## src/hw/ubesm_pkg.sv

```systemverilog
`default_nettype none

package ubesm_pkg;

    // ------------------------------
    // Microword field encodings
    // ------------------------------

    typedef enum logic [2:0] {
        SQ_JMP  = 3'd0,                 // Jump to address field
        SQ_CONT = 3'd1,                 // Continue
        SQ_CJP  = 3'd2,                 // Conditional jump
        SQ_CJS  = 3'd3,                 // Conditional call
        SQ_CRTN = 3'd4,                 // Conditional return
        SQ_LDCT = 3'd5,                 // Load loop counter
        SQ_RPCT = 3'd6                  // Repeat while counter nonzero
    } seq_op_e;                         // Code 7 acts as continue

    typedef enum logic [2:0] {
        C_YES   = 3'd0,                 // Always true
        C_NORMB = 3'd1,                 // Mode bit 0
        C_RNDB  = 3'd2,                 // Mode bit 1
        C_DRG   = 3'd3,                 // Mode bit 2
        C_TR0   = 3'd4,                 // Mode bit 3
        C_TR1   = 3'd5,                 // Mode bit 4
        C_ACCZ  = 3'd6,                 // Accumulator zero
        C_ACCN  = 3'd7                  // Accumulator sign
    } cond_e;

    typedef enum logic [1:0] {
        D_CONST = 2'd0,                 // Constant ROM
        D_MODE  = 2'd1,                 // Mode register
        D_SHIFT = 2'd2,                 // Shifted accumulator
        D_ADDR  = 2'd3                  // Address field
    } dsrc_e;

    typedef enum logic [1:0] {
        F_PASS = 2'd0,                  // Y = D
        F_ADD  = 2'd1,                  // Y = acc + D
        F_AND  = 2'd2,                  // Y = acc & D
        F_XOR  = 2'd3                   // Y = acc ^ D
    } alu_func_e;

    typedef enum logic [1:0] {
        Y_NONE  = 2'd0,                 // No write
        Y_ACC   = 2'd1,                 // Accumulator
        Y_MODE  = 2'd2,                 // Mode register
        Y_SHIFT = 2'd3                  // Shift parameter
    } ydst_e;

    localparam int UWORD_FIXED_W = 13;  // All fields but the address
    localparam int DATA_W        = 64;  // Datapath word
    localparam int MODE_W        = 8;   // Mode register
    localparam int PSHIFT_W      = 7;   // Bit 6 selects left shift
    localparam int CROM_DEPTH    = 16;  // Constant ROM entries

endpackage

`default_nettype wire

```

## src/hw/useq.sv

```systemverilog
`timescale 1ns/1ps
`default_nettype none

module useq #(
    parameter int UADDR_W     = 8,
    parameter int STACK_DEPTH = 4
) (
    input  wire                   clk,
    input  wire                   reset,
    input  ubesm_pkg::seq_op_e    i_sqi,        // Sequencer opcode
    input  wire   [UADDR_W-1:0]   i_a,          // Address field
    input  wire   [UADDR_W-1:0]   i_uaddr,      // Address of current word
    input  wire                   i_cond_true,  // Tested condition
    output logic  [UADDR_W-1:0]   o_next_addr   // Address to fetch
);
    import ubesm_pkg::*;

    localparam int SP_W  = $clog2(STACK_DEPTH + 1);
    localparam int IDX_W = (STACK_DEPTH > 1) ? $clog2(STACK_DEPTH) : 1;

    logic [UADDR_W-1:0] stack [STACK_DEPTH];    // Return addresses
    logic [SP_W-1:0]    sp;                     // Entries in use
    logic [UADDR_W-1:0] cnt;                    // Loop counter
    logic [UADDR_W-1:0] cont_addr;              // Incremented address
    logic [IDX_W-1:0]   top_idx;                // Topmost valid entry
    logic               stk_empty;
    logic               stk_full;
    logic               push;
    logic               pop;
    logic               ld_cnt;
    logic               dec_cnt;

    assign cont_addr = i_uaddr + 1'b1;          // Wraps at 2^UADDR_W
    assign stk_empty = (sp == '0);
    assign stk_full  = (sp == SP_W'(STACK_DEPTH));
    assign top_idx   = IDX_W'(sp - 1'b1);       // Valid only when not empty

    // ------------------------------
    // Next address select
    // ------------------------------
    always_comb begin
        o_next_addr = cont_addr;                // Default is continue
        push        = 1'b0;
        pop         = 1'b0;
        ld_cnt      = 1'b0;
        dec_cnt     = 1'b0;
        case (i_sqi)
            SQ_JMP: o_next_addr = i_a;
            SQ_CJP: if (i_cond_true) o_next_addr = i_a;
            SQ_CJS: if (i_cond_true) begin
                push        = 1'b1;             // Save return address
                o_next_addr = i_a;
            end
            SQ_CRTN: if (i_cond_true && !stk_empty) begin
                pop         = 1'b1;
                o_next_addr = stack[top_idx];
            end
            SQ_LDCT: ld_cnt = 1'b1;
            SQ_RPCT: if (cnt != '0) begin
                dec_cnt     = 1'b1;             // Loop back and count down
                o_next_addr = i_a;
            end
            default: o_next_addr = cont_addr;   // CONT and code 7
        endcase
    end

    // Stack storage
    always_ff @(posedge clk) begin
        if (push) begin
            if (stk_full)
                stack[top_idx] <= cont_addr;    // Overwrite top when full
            else
                stack[IDX_W'(sp)] <= cont_addr;
        end
    end

    always_ff @(posedge clk) begin
        if (reset) begin
            sp  <= '0;
            cnt <= '0;
        end else begin
            if (push && !stk_full)
                sp <= sp + 1'b1;
            else if (pop)
                sp <= sp - 1'b1;
            if (ld_cnt)
                cnt <= i_a;                     // Load from address field
            else if (dec_cnt)
                cnt <= cnt - 1'b1;
        end
    end

endmodule

`default_nettype wire

```

## config.mk

```make
export PLATFORM = sky130hd
export DESIGN_NAME = useq
export DESIGN_NICKNAME = d
export VERILOG_FILES = /design/src/hw/ubesm_pkg.sv /design/src/hw/useq.sv
export SDC_FILE = /design/constraint.sdc
export NUM_CORES = 1
export LEC_CHECK = 0
export BUFFER_PORTS_ARGS = -buffer_cell sky130_fd_sc_hd__buf_4
export CAP_MARGIN = 40
export CORE_MARGIN = 5
export CORE_UTILIZATION = 55
export CTS_BUF_LIST = sky130_fd_sc_hd__clkbuf_2
export DETAILED_ROUTE_END_ITERATION = 10
export MAX_ROUTING_LAYER = met4
export PLACE_DENSITY = 0.75
export SLEW_MARGIN = 10
export SYNTH_ARGS = -nofsm -noshare
export SYNTH_HDL_FRONTEND = slang
export SYNTH_SLANG_ARGS = --single-unit
```

## constraint.sdc

```tcl
create_clock -name clk -period 8.75 [get_ports clk]
set_clock_uncertainty 0.2 [all_clocks]
set_input_delay 1.3125 -clock clk [delete_from_list [all_inputs] [get_ports clk]]
set_output_delay 1.3125 -clock clk [all_outputs]
set_load 0.1 [all_outputs]
```

# Yosys cells after proc, flatten, opt, wreduce, memory -nomap -nowiden
# Memories as Yosys holds them, arrays and structs flattened.
# Cells that the tools add are included.
[op_classes] n_eq_ne=6 n_addsub=4 reduce_logical=11 muxes=24
[op_table] op="$mux 8" n=6
[op_table] op="$pmux 8 s4" n=1
[op_table] op="$mux 1" n=14
[op_table] op="$eq 3x3->1 const B" n=4
[op_table] op="$add 8x1->8 const B" n=1
[op_table] op="$reduce_bool 8->1" n=1
[op_table] op="$reduce_or 8->1" n=1
[op_table] op="$sub 8x1->8 const B" n=1
[op_table] op="$eq 3x2->1 const B" n=2
[op_table] op="$logic_not 3->1" n=2
[op_table] op="$mux 3" n=2
[op_table] op="$reduce_bool 2->1" n=2
[op_table] op="$add 3x1->3 const B" n=1
[op_table] op="$sub 3x1->3 const B" n=1
[op_table] op="$logic_and 1x1->1" n=2
[op_table] op="$logic_not 1->1" n=2
[op_table] op="$mux 2" n=1
[op_table] op="$reduce_or 2->1" n=1
[word_totals] mem_bits_rw=32 output_inout_bits=8 wordCells=48 in_bits=22 mem_count=1 regBits=11
[mem_list] memory="stack" words=4 width=8 read_ports=1 rd_ports_with_merged_regs=0 wr=1 line_no="useq.sv:21" text="logic [UADDR_W-1:0] stack [STACK_DEPTH];"

# Logic depth before layout (Yosys ltp)
[depth] ltp_word=7 depth_mapped=9 depth_no_buf=8

# Worst setup path after synthesis
# No wires, ideal clock.
[synth_timing] kind="input-to-output" start="input i_sqi[0]" end="output o_next_addr[1]" arrival_ns=3.015 t_required_ns=7.238 setup_slack_ns=4.222 cell_stages=6 path_buffers=2 path_cell_list="buf_2 nor3b_1 and3_1 clkbuf_1 and2_1 a221o_1"
[synth_via] elab_chain_len=3 word_cells_on_any_way=7 cone_classes="eq/ne (4); mux (1); reduce/logical (2)"
[synth_rtl] element="from (decl)" line_no="useq.sv:10" text="input ubesm_pkg::seq_op_e i_sqi,"
[synth_rtl] element="$eq 3x2->1" line_no="useq.sv:47" text="case (i_sqi)"
[synth_rtl] element="$reduce_or 2->1 (no line)"
[synth_rtl] element="$pmux 8 s4 (*)" line_no="useq.sv:47"
[synth_rtl] element="to (decl)" line_no="useq.sv:14" text="output logic [UADDR_W-1:0] o_next_addr"
# Every way passes the cells marked *; elsewhere a longest branch is shown, timed or not.

# Worst setup path in the final report
[layout_timing] start="register sp[0]" end="output o_next_addr[0]"
[layout_via] elab_chain_len=5 word_cells_on_any_way=7 cone_classes="add/sub (1); mux (2); reduce/logical (3); memory (1)"
[layout_rtl] element="from (decl)" line_no="useq.sv:22" text="logic [SP_W-1:0] sp;"
[layout_rtl] element="from (signal assigned)" line_no="useq.sv:83" text="sp <= sp + 1'b1;"
[layout_rtl] element="from (signal assigned)" line_no="useq.sv:85" text="sp <= sp - 1'b1;"
[layout_rtl] element="branches (longest 3 deep; another with $mem_v2 4x8)"
[layout_rtl] element="$mux 8 (*)" line_no="useq.sv:54" text="SQ_CRTN: if (i_cond_true && !stk_empty) begin"
[layout_rtl] element="$pmux 8 s4 (*)" line_no="useq.sv:47"
# Mark *: on every way between the ends.

==> out/results.txt <==
Run status = finished, final reports clean
R2R Setup Slk = 5360 ps
Antenna Cells = 0
HP Class = reg -> reg
Cell Rows = 23
Height of the die = 75.23 um
RSZ-0062 raised after global routing = false
VDD IR-drop max = 0.1046 mV
Vias post-DR = 1726
Fin. Hold Viols = 0
Clk_lat worst skew = 410 ps
Fraction of registers with async set/reset = 0%
Residual DRC = 0
Max cap viols = 0
Post-CTS setup buffer count = 0
DIE AREA = 5659 um2
Global route overflow = 0
Die width = 75.23 um
# setup viols final = 0
Most numerous cell in the Yosys netlist = edfxtp_1
Pin count of the biggest net entering global routing = 14
Critical path required time = 7240 ps
Hold buffer count at cts = 0
Cells after synthesis = 196
Syn avg cell area = 11.94 um2
Post-DP HPWL = 3783 um
Number of I/O pins = 30
Core area = 4058 um2
Vias per inst = 6.276
Initial core utilization = 57.66%
Critical Path Fanout Max = 11
Final antenna-violating net count = 0
H-tree depth = 2
CP Launch Type = register
Post-Place Worst Slack = 4339 ps
Hold path endpoint = cnt[4]
Bufs on Longest Clock Path = 2
1st-iter DRT viols = 124
R2r worst-path depth = 6
Synth Warn # = 0
CTS tree = done
Reg2reg start = sp[0]
Clock Tree Root = clkbuf_2
Post-route setup slack = 3998 ps
Antenna violations before repair = 0
Leakage = 0.9374 nW
CTS Buf Count = 5
Post-synth top area share = 41.07%
Max-slew violations = 0
First-pass GRT wire length = 8535 um
Layout cell share with drive strength beyond 1 = 24.00%
Yosys cell types = 51
Number of global-route vias before repair = 1727
Hold depth = 2
Syn_nets = 225
Synth Register Bits = 43
GRT Total Usage = 21.24%
Final WL = 5040 um
CTS resizes = 0
Synth area leader = edfxtp_1
Final period utilization = 54.30%
Hold_sp = cnt[4]
Post-synth EDFFs = 32
Port Buffer Count = 29
Ranking of synthesized cells by area = edfxtp_1 41%, dfxtp_1 9.4%, mux4_2 7.7%
Nets@finish = 253
Max Clock Freq = 0.2105 GHz
End of the worst register-to-register path = stack[0][6]
Top cells by count, synth = 32 x edfxtp_1, 13 x nand2_1, 11 x dfxtp_1, 10 x inv_1, 10 x nand3_1
Type of the worst setup path = reg -> out
DR pass1 iterations = 4
P per Cell Area = 173.5 nW/um2
P&R area growth vs syn = 12.14%
Slew @ Worst Pin = 865.2 ps
Synth Flop Type = edfxtp_1
Slew headroom = 42.11%
CP arrival = 3240 ps
Post-synthesis sequential area ratio = 50.48%
Tmin final = 4752 ps
CTS Sinks = 43
Placer Congestion = 0.8808
Critical Path Sink Type = output port
Worst-path clk slew = 230 ps
Mapped cell area = 2340 um2
Setup tns final = 0 ps
Avg WL per Cell = 18.33 um
-- placed cells by master, fill, tap and decap left out, types with 3 or more instances in the layout --
cell type / instances
a221o_1: 8
nor3_1: 7
xnor2_1: 3
a21oi_1: 9
and3_1: 3
inv_1: 10
a31oi_1: 3
dfxtp_1: 11
nor2_1: 9
nand3_1: 10
and3b_1: 3
buf_4: 31
xor2_1: 3
nand2_1: 13
a21o_1: 3
ha_1: 7
edfxtp_1: 32
a32oi_1: 3
mux4_2: 8
clkbuf_2: 6
and2_1: 5
-- worst max-delay path, stage by stage (launching register included) --
cell	delay, ps
dfxtp_1	820
inv_1	240
ha_1	620
mux4_2	370
a31o_2	260
a221o_1	290
buf_4	230
-- layer usage --
layer  up-vias  wire [um]  GRT usage [%]
met3         6        309          5.340
met2        48       2475          34.72
met1       851       2208          26.37
met4         0         46          5.825
li1        821          -              -
met5         -          0              -
-- metrics by stage --
step | util [%] | std cells | instance area [um2] | hold slack, ps | power, mW
2_1_floorplan | - | 196 | 2340 | 264.5 | 0.3435
3_3_place_gp | 63.61 | 267 | 2581 | 276.4 | 0.3719
3_5_place_dp | 63.61 | 267 | 2581 | 298.7 | 0.3752
4_1_cts | 64.66 | 275 | 2624 | 323.2 | 0.4577
5_1_grt | 64.66 | 275 | 2624 | 364.2 | 0.4790
6_report | 64.66 | 275 | 2624 | 326.1 | 0.4551
-- worst max-delay path by stage --
stage / start / endpoint / slack (ps) / cells after the start
finish: sp[0] / o_next_addr[0] / 4000 / 6
global route: sp[0] / o_next_addr[0] / 3760 / 6
CTS: sp[0] / o_next_addr[0] / 3920 / 6
detailed placement: i_sqi[1] / o_next_addr[4] / 4340 / 6
global placement: i_sqi[1] / o_next_addr[2] / 4410 / 6
floorplan: i_sqi[0] / o_next_addr[1] / 4220 / 6
-- flip-flops by register name, indices dropped and copies added, names as in the netlist --
| register | cells |
|---|---|
| stack | 32 |
| sp | 3 |
| cnt | 8 |
-- layout make-up --
class,count,area [um2]
fill,312,1434
sequential,43,1181
multi-input combinational,133,1067
timing repair buffer,31,232.7
tap,50,62.56
inverter,10,37.54
clock buffer,6,30.03
clock inverter,2,12.51
-- cell families (layout without fill, tap and decap cells) --
family	Yosys count	count (layout)	share of synthesized area, %
AND/OR/NAND/NOR	69	69	17.06
buffers and inverters	20	49	3.904
adder cells (fa/ha/maj)	7	7	3.743
multiplexers	9	9	8.128
AO/OA/AOI/OAI	42	42	14.44
flip-flops	43	43	50.48
XOR/XNOR	6	6	2.246
-- power by group --
part           leakage [nW]  internal [mW]  switching [mW]
logic                 0.529         0.0482          0.0911
clock network        0.0306         0.0207          0.0636
registers             0.378          0.226         0.00551
total                 0.937          0.295           0.160
No activity file was read; power rests on OpenSTA's default activity.
