**src/hw/ubesm_pkg.sv**
```systemverilog
`default_nettype none

package ubesm_pkg;

    // ------------------------------
    // Microword field encodings
    // ------------------------------

    typedef enum logic [2:0] {
        SQ_JMP  = 3'd0,                 // Jump to address field
        SQ_CONT = 3'd1,                 // Continue
        SQ_CJP  = 3'd2,                 // Conditional jump
        SQ_CJS  = 3'd3,                 // Conditional call
        SQ_CRTN = 3'd4,                 // Conditional return
        SQ_LDCT = 3'd5,                 // Load loop counter
        SQ_RPCT = 3'd6                  // Repeat while counter nonzero
    } seq_op_e;                         // Code 7 acts as continue

    typedef enum logic [2:0] {
        C_YES   = 3'd0,                 // Always true
        C_NORMB = 3'd1,                 // Mode bit 0
        C_RNDB  = 3'd2,                 // Mode bit 1
        C_DRG   = 3'd3,                 // Mode bit 2
        C_TR0   = 3'd4,                 // Mode bit 3
        C_TR1   = 3'd5,                 // Mode bit 4
        C_ACCZ  = 3'd6,                 // Accumulator zero
        C_ACCN  = 3'd7                  // Accumulator sign
    } cond_e;

    typedef enum logic [1:0] {
        D_CONST = 2'd0,                 // Constant ROM
        D_MODE  = 2'd1,                 // Mode register
        D_SHIFT = 2'd2,                 // Shifted accumulator
        D_ADDR  = 2'd3                  // Address field
    } dsrc_e;

    typedef enum logic [1:0] {
        F_PASS = 2'd0,                  // Y = D
        F_ADD  = 2'd1,                  // Y = acc + D
        F_AND  = 2'd2,                  // Y = acc & D
        F_XOR  = 2'd3                   // Y = acc ^ D
    } alu_func_e;

    typedef enum logic [1:0] {
        Y_NONE  = 2'd0,                 // No write
        Y_ACC   = 2'd1,                 // Accumulator
        Y_MODE  = 2'd2,                 // Mode register
        Y_SHIFT = 2'd3                  // Shift parameter
    } ydst_e;

    localparam int UWORD_FIXED_W = 13;  // All fields but the address
    localparam int DATA_W        = 64;  // Datapath word
    localparam int MODE_W        = 8;   // Mode register
    localparam int PSHIFT_W      = 7;   // Bit 6 selects left shift
    localparam int CROM_DEPTH    = 16;  // Constant ROM entries

endpackage

`default_nettype wire

```
**src/hw/mode_reg.sv**
```systemverilog
`timescale 1ns/1ps
`default_nettype none

module mode_reg (
    input  wire                              clk,
    input  wire                              reset,
    input  ubesm_pkg::cond_e                 i_cond,       // Condition select
    input  wire                              i_icc,        // Invert result
    input  ubesm_pkg::ydst_e                 i_ydst,
    input  wire   [ubesm_pkg::DATA_W-1:0]    i_y,          // Y bus
    input  wire                              i_acc_zero,
    input  wire                              i_acc_neg,
    output logic  [ubesm_pkg::MODE_W-1:0]    o_rr,         // Mode register
    output logic                             o_cond_true
);
    import ubesm_pkg::*;

    logic cond_sel;                             // Before inversion

    // ------------------------------
    // Mode register
    // ------------------------------
    always_ff @(posedge clk) begin
        if (reset)
            o_rr <= '0;
        else if (i_ydst == Y_MODE)
            o_rr <= i_y[MODE_W-1:0];            // Low byte of Y
    end

    // Condition multiplexer
    always_comb begin
        case (i_cond)
            C_YES:   cond_sel = 1'b1;
            C_NORMB: cond_sel = o_rr[0];        // Normalization block
            C_RNDB:  cond_sel = o_rr[1];        // Rounding block
            C_DRG:   cond_sel = o_rr[2];        // Dispatcher mode
            C_TR0:   cond_sel = o_rr[3];        // Trigger 0
            C_TR1:   cond_sel = o_rr[4];        // Trigger 1
            C_ACCZ:  cond_sel = i_acc_zero;
            C_ACCN:  cond_sel = i_acc_neg;
            default: cond_sel = 1'b1;
        endcase
    end

    assign o_cond_true = cond_sel ^ i_icc;

endmodule

`default_nettype wire

```
**config.mk**
```make
export PLATFORM = sky130hd
export DESIGN_NAME = mode_reg
export DESIGN_NICKNAME = d
export VERILOG_FILES = /design/src/hw/ubesm_pkg.sv /design/src/hw/mode_reg.sv
export SDC_FILE = /design/constraint.sdc
export NUM_CORES = 1
export LEC_CHECK = 0
export ABC_AREA = 1
export ABC_CLOCK_PERIOD_IN_PS = 900
export BUFFER_PORTS_ARGS = -buffer_cell sky130_fd_sc_hd__clkbuf_2
export CELL_PAD_IN_SITES_DETAIL_PLACEMENT = 1
export CELL_PAD_IN_SITES_GLOBAL_PLACEMENT = 1
export CORE_MARGIN = 1
export CORE_UTILIZATION = 11
export DETAILED_ROUTE_END_ITERATION = 10
export GPL_TIMING_DRIVEN = 0
export PLACE_DENSITY = 0.85
export SLEW_MARGIN = 0
export SYNTH_ARGS = -nofsm -noshare
export SYNTH_HDL_FRONTEND = slang
export SYNTH_SLANG_ARGS = --single-unit
```
**constraint.sdc**
```tcl
create_clock -name clk -period 0.9 [get_ports clk]
set_input_delay 0.18 -clock clk [delete_from_list [all_inputs] [get_ports clk]]
set_output_delay 0.18 -clock clk [all_outputs]
set_load 0.05 [all_outputs]
```
# Word-level counts from Yosys, hierarchy flattened
# Index checks and enable logic that the tools add are counted.
# op_classes
n_eq_ne	8
reduce_logical	1
bitwise_logic	1
n_mux	1
# ops
operator	count
== test 3 bit (second input constant)	4
case mux 1 bit (8 select lines)	1
== test 3 x 2 -> 1 bit (second input constant)	2
== test 3 x 1 -> 1 bit (second input constant)	1
logical NOT 3 bit	1
== test 2 bit (second input constant)	1
XOR 1 bit	1
# word_totals
in_bits	74
out_inout_bits	9
reg_bits	8

# Logic depth before layout (Yosys ltp)
# Gate-level depths: netlist of run 1.
# logic_depth
word_depth	3
depth_mapped	8
mapped_depth_nobuf	8

# Least setup slack after synthesis of run 1
# OpenSTA, ideal clock, no wires.
# synth_timing
kind	flip-flop to output port
start	reg o_rr[4] (netlist bit)
end	out o_cond_true
arrival_time_ns	1.327
path_stages_with_launch	7
slack_ns	-0.607
n_path_buf	0
required_ns	0.720
path_cell_list	dfxtp_1 -> nand2_1 -> nand3_1 -> nand2_1 -> nand2_1 -> nand3_1 -> nand2_1
# synth_via
elab_chain_cells	2
# synth_rtl
element	line	rtl
from (decl)	mode_reg.sv:13	output logic [ubesm_pkg::MODE_W-1:0] o_rr,
from (signal assigned)	mode_reg.sv:27	o_rr <= i_y[MODE_W-1:0];
case mux 1 bit (8 select lines)	mode_reg.sv:32	case (i_cond)
XOR 1 bit	mode_reg.sv:45	assign o_cond_true = cond_sel ^ i_icc;
to (decl)	mode_reg.sv:14	output logic o_cond_true
# Every way passes these cells.

# Final worst setup path of run 1
# Ends and elaborated chain as after synthesis.

==> results of run 1 <==
## final timing paths
| kind | endpoint | slack, ns | cells past startpoint |
|---|---|---|---|
| max | o_cond_true | -0.53 | 8 |
| min | o_rr[6] | 0.14 | 3 |
| max reg2reg | o_rr[1] | 0.19 | 3 |
| min reg2reg | o_rr[6] | 0.48 | 2 |
## per-layer routing
| metal | global-route usage | vias to the layer above | share of wire |
|---|---|---|---|
| met3 | 0.0405 | 3 | 0.079 |
| met2 | 0.155 | 23 | 0.56 |
| li1 | - | 250 | - |
| met4 | 0.0390 | 0 | 0.020 |
| met5 | 0 | - | 0 |
| met1 | 0.0750 | 222 | 0.34 |
## cell families (layout without fill, tap and decap cells)
| group | after synthesis | after routing |
|---|---|---|
| AO/OA/AOI/OAI | 8 | 8 |
| flip-flops | 8 | 8 |
| buffers and inverters | 7 | 40 |
| AND/OR/NAND/NOR | 36 | 36 |
## power breakdown
group | internal (mW) | switching (mW) | leakage (nW)
Sequential | 0.364 | 0.0142 | 0.0703
Combinational | 0.152 | 0.176 | 0.290
Clock | 0.171 | 0.143 | 0.0150
## per-stage QoR
| step | total power [mW] | setup TNS [ns] |
|---|---|---|
| after floorplan | 0.533 | -0.208 |
| after global placement | 0.606 | -1.00 |
| after detailed placement | 0.610 | -1.12 |
| after CTS | 1.02 | -1.40 |
| after global routing | 1.09 | -1.75 |
| final | 1.02 | -1.36 |
## worst max-delay path: cells and delay by family (launching register included)
kind	cells	cell delay (ns)
flops	1	0.35
simple gates	7	0.49
buf+inv	1	0.15
## area by class of cell
cell class              instances  area (um^2)  area share
flip-flops and latches          8          183       0.221
clock buffers                   4         26.3      0.0317
repair buffers                 29          305       0.369
inverters                       6         22.5      0.0272
plain buffers                   1         3.75     0.00453
multi-input cells              44          233       0.281
well taps                      44         55.1      0.0665
## layout by cell type (no fill, tap or decap), drive strengths merged
master	n
inv	6
buf	8
nand3	4
clkbuf	26
nand2	30
nor2	2
a21oi	8
dfxtp	8
## what timing repair did
action | CTS | global route
setup buffers | 2 | 2
pin swaps | 5 | 8
setup endpoints to repair | 9 | 9
gates resized for setup | 27 | 14
==> flow_summary.rst, run 1 <==
.. list-table::
   :header-rows: 1

   * - Metric
     - Value
   * - Fraction of the mapped netlist area in adder cells
     - 0
   * - Number of nets in the final layout
     - 167
   * - Dpl cells
     - 128
   * - Total DRC errors in the routed layout
     - 0
   * - Clock insertion delay at the later pin of the skew report
     - 0.26 ns
   * - Hold Startpoint
     - i_y[6]
   * - Post-layout utilization of the core
     - 0.263
   * - Most frequent cells after synthesis
     - nand2_1 (30), a21oi_1 (8), dfxtp_1 (8)
   * - Critical path endpoint category
     - primary output
   * - Fraction of the mapped netlist area in compound gates
     - 0.106
   * - Share of the yosys chip area belonging to registers
     - 0.425
   * - Ratio of final minimum period to clock period
     - 1.58
   * - DIE WIDTH
     - 60.5 um
   * - Critical path peak fanout
     - 3
   * - Number of global-route vias before repair
     - 491
   * - Signed area change from the synthesized netlist to the final layout
     - 120%
   * - Master of the slowest instance on the critical path
     - dfxtp_4
   * - Number of register bits inferred by synthesis
     - 8
   * - Initial standard-cell utilization of the core
     - 0.119
   * - Critical path launch point type
     - flip-flop
   * - VDD IR-drop max
     - 0.479 mV
   * - Die height
     - 60.5 um
   * - Residual antenna-violating net count after detailed routing
     - 0
   * - Synth unique cells
     - 9
   * - Clock root buffer
     - clkbuf_4
   * - Cell area after placement
     - 591 um^2
   * - Number of DRC markers in iteration 0
     - 4
   * - EDFF count, synth
     - 0
   * - Crit path setup slack, layout
     - -0.525 ns
   * - Max-cap check violation count
     - 0
   * - Asr flop ratio synth
     - 0
   * - Number of port buffers
     - 25
   * - Simple-gate share of the synthesized area
     - 0.399
   * - Top reg by flops
     - o_rr
   * - Max Clock Skew
     - 0 ns
   * - Relative slew slack
     - 0.761
   * - Total Routing Usage GR
     - 0.0833
   * - Number of buffers between clock root and the deepest sink
     - 2
   * - Total number of yosys warnings
     - 0
   * - Primary FF master, synth
     - dfxtp_1
   * - Sinks on the clock net
     - 8
   * - Achievable clock frequency
     - 0.702 GHz
   * - Synth Area in XOR/XNOR
     - 0
   * - Standard-cell rows
     - 20
   * - Inserted Clock Buffers
     - 3
   * - Violations in the final reports
     - negative setup slack
   * - Area of the core
     - 0.00315 mm^2
   * - Detailed-placement wirelength estimate
     - 963 um
   * - Final hold slack
     - 0.135 ns
   * - Count of final hold-check violations
     - 0
   * - Initial antenna violation count
     - 0
   * - GRT overflow
     - 0
   * - Final WL
     - 1410 um
   * - Registers with the most flip-flops
     - o_rr (8)
   * - First drt pass iteration count
     - 2
   * - H-Tree Depth
     - 1
   * - Largest net degree at the start of global routing
     - 10
   * - Worst hold path class
     - in -> reg
   * - Fraction of layout instances using a drive strength above 1
     - 0.598
   * - Number of instances in the synthesized netlist
     - 59
   * - Via total after detailed routing
     - 498
   * - Portion of netlist area occupied by mux cells
     - 0
   * - Cell with the most instances on the worst path
     - nand2_2
   * - Setup-violating endpoint count in the final report
     - 9
   * - Startpoint of the worst-slack reg-to-reg timing path
     - o_rr[1]
   * - Most used standard cell by instance count after synthesis
     - nand2_1
   * - Die Area
     - 0.00366 mm^2
   * - Worst-Margin Slew
     - 0.358 ns
   * - RSZ-0062 raised after global routing
     - yes
   * - Global-route wire length before repair
     - 2050 um
   * - Worst Path Arrival
     - 1.25 ns
   * - Max FFs per register
     - 8
   * - CP required
     - 0.72 ns
   * - Post-route design area
     - 828 um^2
   * - Power density of the placed cells
     - 1230 mW/mm^2
   * - Critical path, cell by cell
     - nand2_2 > nand3_2 > nand2_2 > nand2_2 > nand2_2 > nand2_2 > nand2_4 > clkbuf_16
   * - Weighted congestion at the end of routability-driven global placement
     - 0.695
   * - Clock transition at the registers of the reported paths
     - 0.06 ns
   * - Leakage component of the power
     - 0.375 nW
   * - Avg Cell Area, Syn
     - 6.38 um^2
   * - I/O pin count
     - 83
   * - Post-Syn Nets
     - 133
   * - Outcome
     - finished with violations
   * - TritonCTS clock tree
     - built
   * - Hold-fix buffer count after cts
     - 0
   * - Via-to-Cell Ratio
     - 3.66
   * - Crit Path Category
     - reg -> out
   * - Post-synthesis instance area
     - 377 um^2
   * - Largest cells by area after synthesis
     - dfxtp_1 (43%), nand2_1 (30%), a21oi_1 (11%)
   * - Max Transition Viols Final
     - 0
   * - Final standard cell count with taps included and fillers excluded
     - 136
   * - Main combinational cell family by area after synthesis
     - simple AND/OR/NAND/NOR gates
   * - Filler cell count
     - 404
   * - Start point of the critical path
     - o_rr[4]
   * - Biggest area consumer among synthesized cells
     - dfxtp_1
   * - Delay of the slowest critical-path stage
     - 0.35 ns
   * - Drt wl/cell
     - 10.4 um
   * - Post-synth top area share
     - 0.425
   * - Antenna diode instance count
     - 0
   * - Post-Place Setup Slack
     - -0.380 ns
   * - Final period demand of the worst path
     - 1.43 ns
No activity file was read; power rests on OpenSTA's default activity.
==> run 2, diff against run 1 <==
- TNS_END_PERCENT: unset -> 5
==> run 2 against run 1 <==
  * The run still ends with negative setup slack left
  * Utilization is the same
  * Sequential share of layout area is the same
  * Combinational power is essentially flat
  * Clock power is essentially flat
  * Clock skew is the same
  * Via count grew 0.60%
==> flow_summary.rst, run 2 (same netlist as run 1, synthesis figures left out) <==
.. list-table::
   :header-rows: 1

   * - Metric
     - Value
   * - Relative slew slack
     - 0.761
   * - Clock transition at the registers of the reported paths
     - 0.06 ns
   * - Final WL
     - 1410 um
   * - CP required
     - 0.72 ns
   * - Detailed-placement wirelength estimate
     - 963 um
   * - TritonCTS clock tree
     - built
   * - Die height
     - 60.5 um
   * - Ratio of final minimum period to clock period
     - 1.58
   * - Total Routing Usage GR
     - 0.0833
   * - Max FFs per register
     - 8
   * - H-Tree Depth
     - 1
   * - RSZ-0062 raised after global routing
     - yes
   * - Post-layout utilization of the core
     - 0.263
   * - Number of buffers between clock root and the deepest sink
     - 2
   * - Master of the slowest instance on the critical path
     - dfxtp_4
   * - Antenna diode instance count
     - 0
   * - Most common cell after layout, fill and taps aside
     - nand2_1
   * - First drt pass iteration count
     - 2
   * - Max-cap check violation count
     - 0
   * - Fraction of layout instances using a drive strength above 1
     - 0.598
   * - GRT overflow
     - 0
   * - Via total after detailed routing
     - 501
   * - Clock root buffer
     - clkbuf_4
   * - Registers with the most flip-flops
     - o_rr (8)
   * - Number of nets in the final layout
     - 167
   * - Number of port buffers
     - 25
   * - Via-to-Cell Ratio
     - 3.68
   * - Global-route wire length before repair
     - 2050 um
   * - Most used cells in the layout excluding fill and tap cells
     - nand2_1 (21), clkbuf_2 (16), nand2_2 (8), a21oi_1 (8)
   * - Critical path, cell by cell
     - nand2_2 > nand3_2 > nand2_2 > nand2_2 > nand2_2 > nand2_2 > nand2_4 > clkbuf_16
   * - Critical path buffer and inverter count
     - 1
   * - DIE WIDTH
     - 60.5 um
   * - VDD IR-drop max
     - 0.479 mV
   * - Critical path launch point type
     - flip-flop
   * - Cell with the most instances on the worst path
     - nand2_2
   * - Max Transition Viols Final
     - 0
   * - Clock insertion delay at the later pin of the skew report
     - 0.26 ns
   * - Total DRC errors in the routed layout
     - 0
   * - Achievable clock frequency
     - 0.702 GHz
   * - Signed area change from the synthesized netlist to the final layout
     - 120%
   * - Die Area
     - 0.00366 mm^2
   * - Initial standard-cell utilization of the core
     - 0.119
   * - Outcome
     - finished with violations
   * - Count of final hold-check violations
     - 0
   * - Worst Path Arrival
     - 1.25 ns
   * - Weighted congestion at the end of routability-driven global placement
     - 0.695
   * - Violations in the final reports
     - negative setup slack
   * - Worst-Margin Slew
     - 0.358 ns
   * - Critical path endpoint category
     - primary output
   * - Max Clock Skew
     - 0 ns
   * - Number of global-route vias before repair
     - 489
   * - Cell area after placement
     - 591 um^2
   * - Leakage component of the power
     - 0.375 nW
   * - I/O pin count
     - 83
   * - Crit path setup slack, layout
     - -0.525 ns
   * - Worst hold path class
     - in -> reg
   * - Delay of the slowest critical-path stage
     - 0.35 ns
   * - Final period demand of the worst path
     - 1.43 ns
   * - Power density of the placed cells
     - 1230 mW/mm^2
   * - Number of DRC markers in iteration 0
     - 5
   * - Inserted Clock Buffers
     - 3
   * - Drt wl/cell
     - 10.4 um
   * - Initial antenna violation count
     - 0
   * - Post-route design area
     - 828 um^2
   * - Crit-path leading delay family
     - simple AND/OR/NAND/NOR gates
   * - Critical path peak fanout
     - 3
   * - Residual antenna-violating net count after detailed routing
     - 0
   * - Setup-violating endpoint count in the final report
     - 9
   * - Standard-cell rows
     - 20
   * - Sinks on the clock net
     - 8
   * - Area of the core
     - 0.00315 mm^2
   * - Top reg by flops
     - o_rr
   * - Crit Path Category
     - reg -> out
   * - Largest net degree at the start of global routing
     - 10
-- run 2: cell counts in the layout (fill, tap and decap cells not counted) --
No cell type changed its count.
-- run 2: repair_timing --
action / 4_1_cts / 5_1_grt
hold buffers: 0 / 0
setup buffers: 2 / 2
pin swaps: 5 / 8
setup endpoints to repair: 9 / 9
resized for setup: 27 / 14
-- run 2: cell type report --
class	count	area [um^2]
Timing Repair Buffer	29	305
Clock buffer	4	26.3
Buffer	1	3.75
Sequential cell	8	183
Tap cell	44	55.1
Fill cell	404	2320
Inverter	6	22.5
Multi-Input combinational cell	44	233
-- run 2: path summary, 6_finish.rpt --
check             startpoint          end  slack [ns]  cells after the start
hold reg to reg      o_rr[6]      o_rr[6]        0.48                      2
setup reg to reg     o_rr[1]      o_rr[1]        0.19                      3
setup / recovery     o_rr[4]  o_cond_true       -0.53                      8
hold / removal        i_y[6]      o_rr[6]        0.14                      3
-- run 2: worst reg2reg max path, stage by stage, from the launching register on --
cell,delay (ns)
dfxtp_4,0.35
buf_6,0.10
nand2_1,0.05
a21oi_1,0.13
-- run 2: per-stage QoR --
stage / power (mW) / std cells / setup slack, ns / hold WS [ns] / TNS [ns]
after global routing: 1.09 / 136 / -0.619 / 0.144 / -1.75
after floorplan: 0.533 / 59 / -0.208 / 0.317 / -0.208
after detailed placement: 0.610 / 128 / -0.380 / 0.416 / -1.12
after global placement: 0.606 / 128 / -0.371 / 0.412 / -1.00
final: 1.02 / 136 / -0.525 / 0.135 / -1.36
after CTS: 1.02 / 134 / -0.523 / 0.123 / -1.40
-- run 2: power by group --
| group | switching, mW | internal [mW] |
|---|---|---|
| clock | 0.143 | 0.171 |
| sequential | 0.0143 | 0.364 |
| combinational | 0.176 | 0.152 |
| total | 0.333 | 0.688 |
-- run 2: per-layer routing --
| layer | GRT usage | up-vias | wire length (um) |
|---|---|---|---|
| li1 | - | 252 | - |
| met1 | 0.0750 | 223 | 481 |
| met2 | 0.155 | 23 | 791 |
| met3 | 0.0405 | 3 | 112 |
| met4 | 0.0390 | 0 | 28 |
| met5 | 0 | - | 0 |
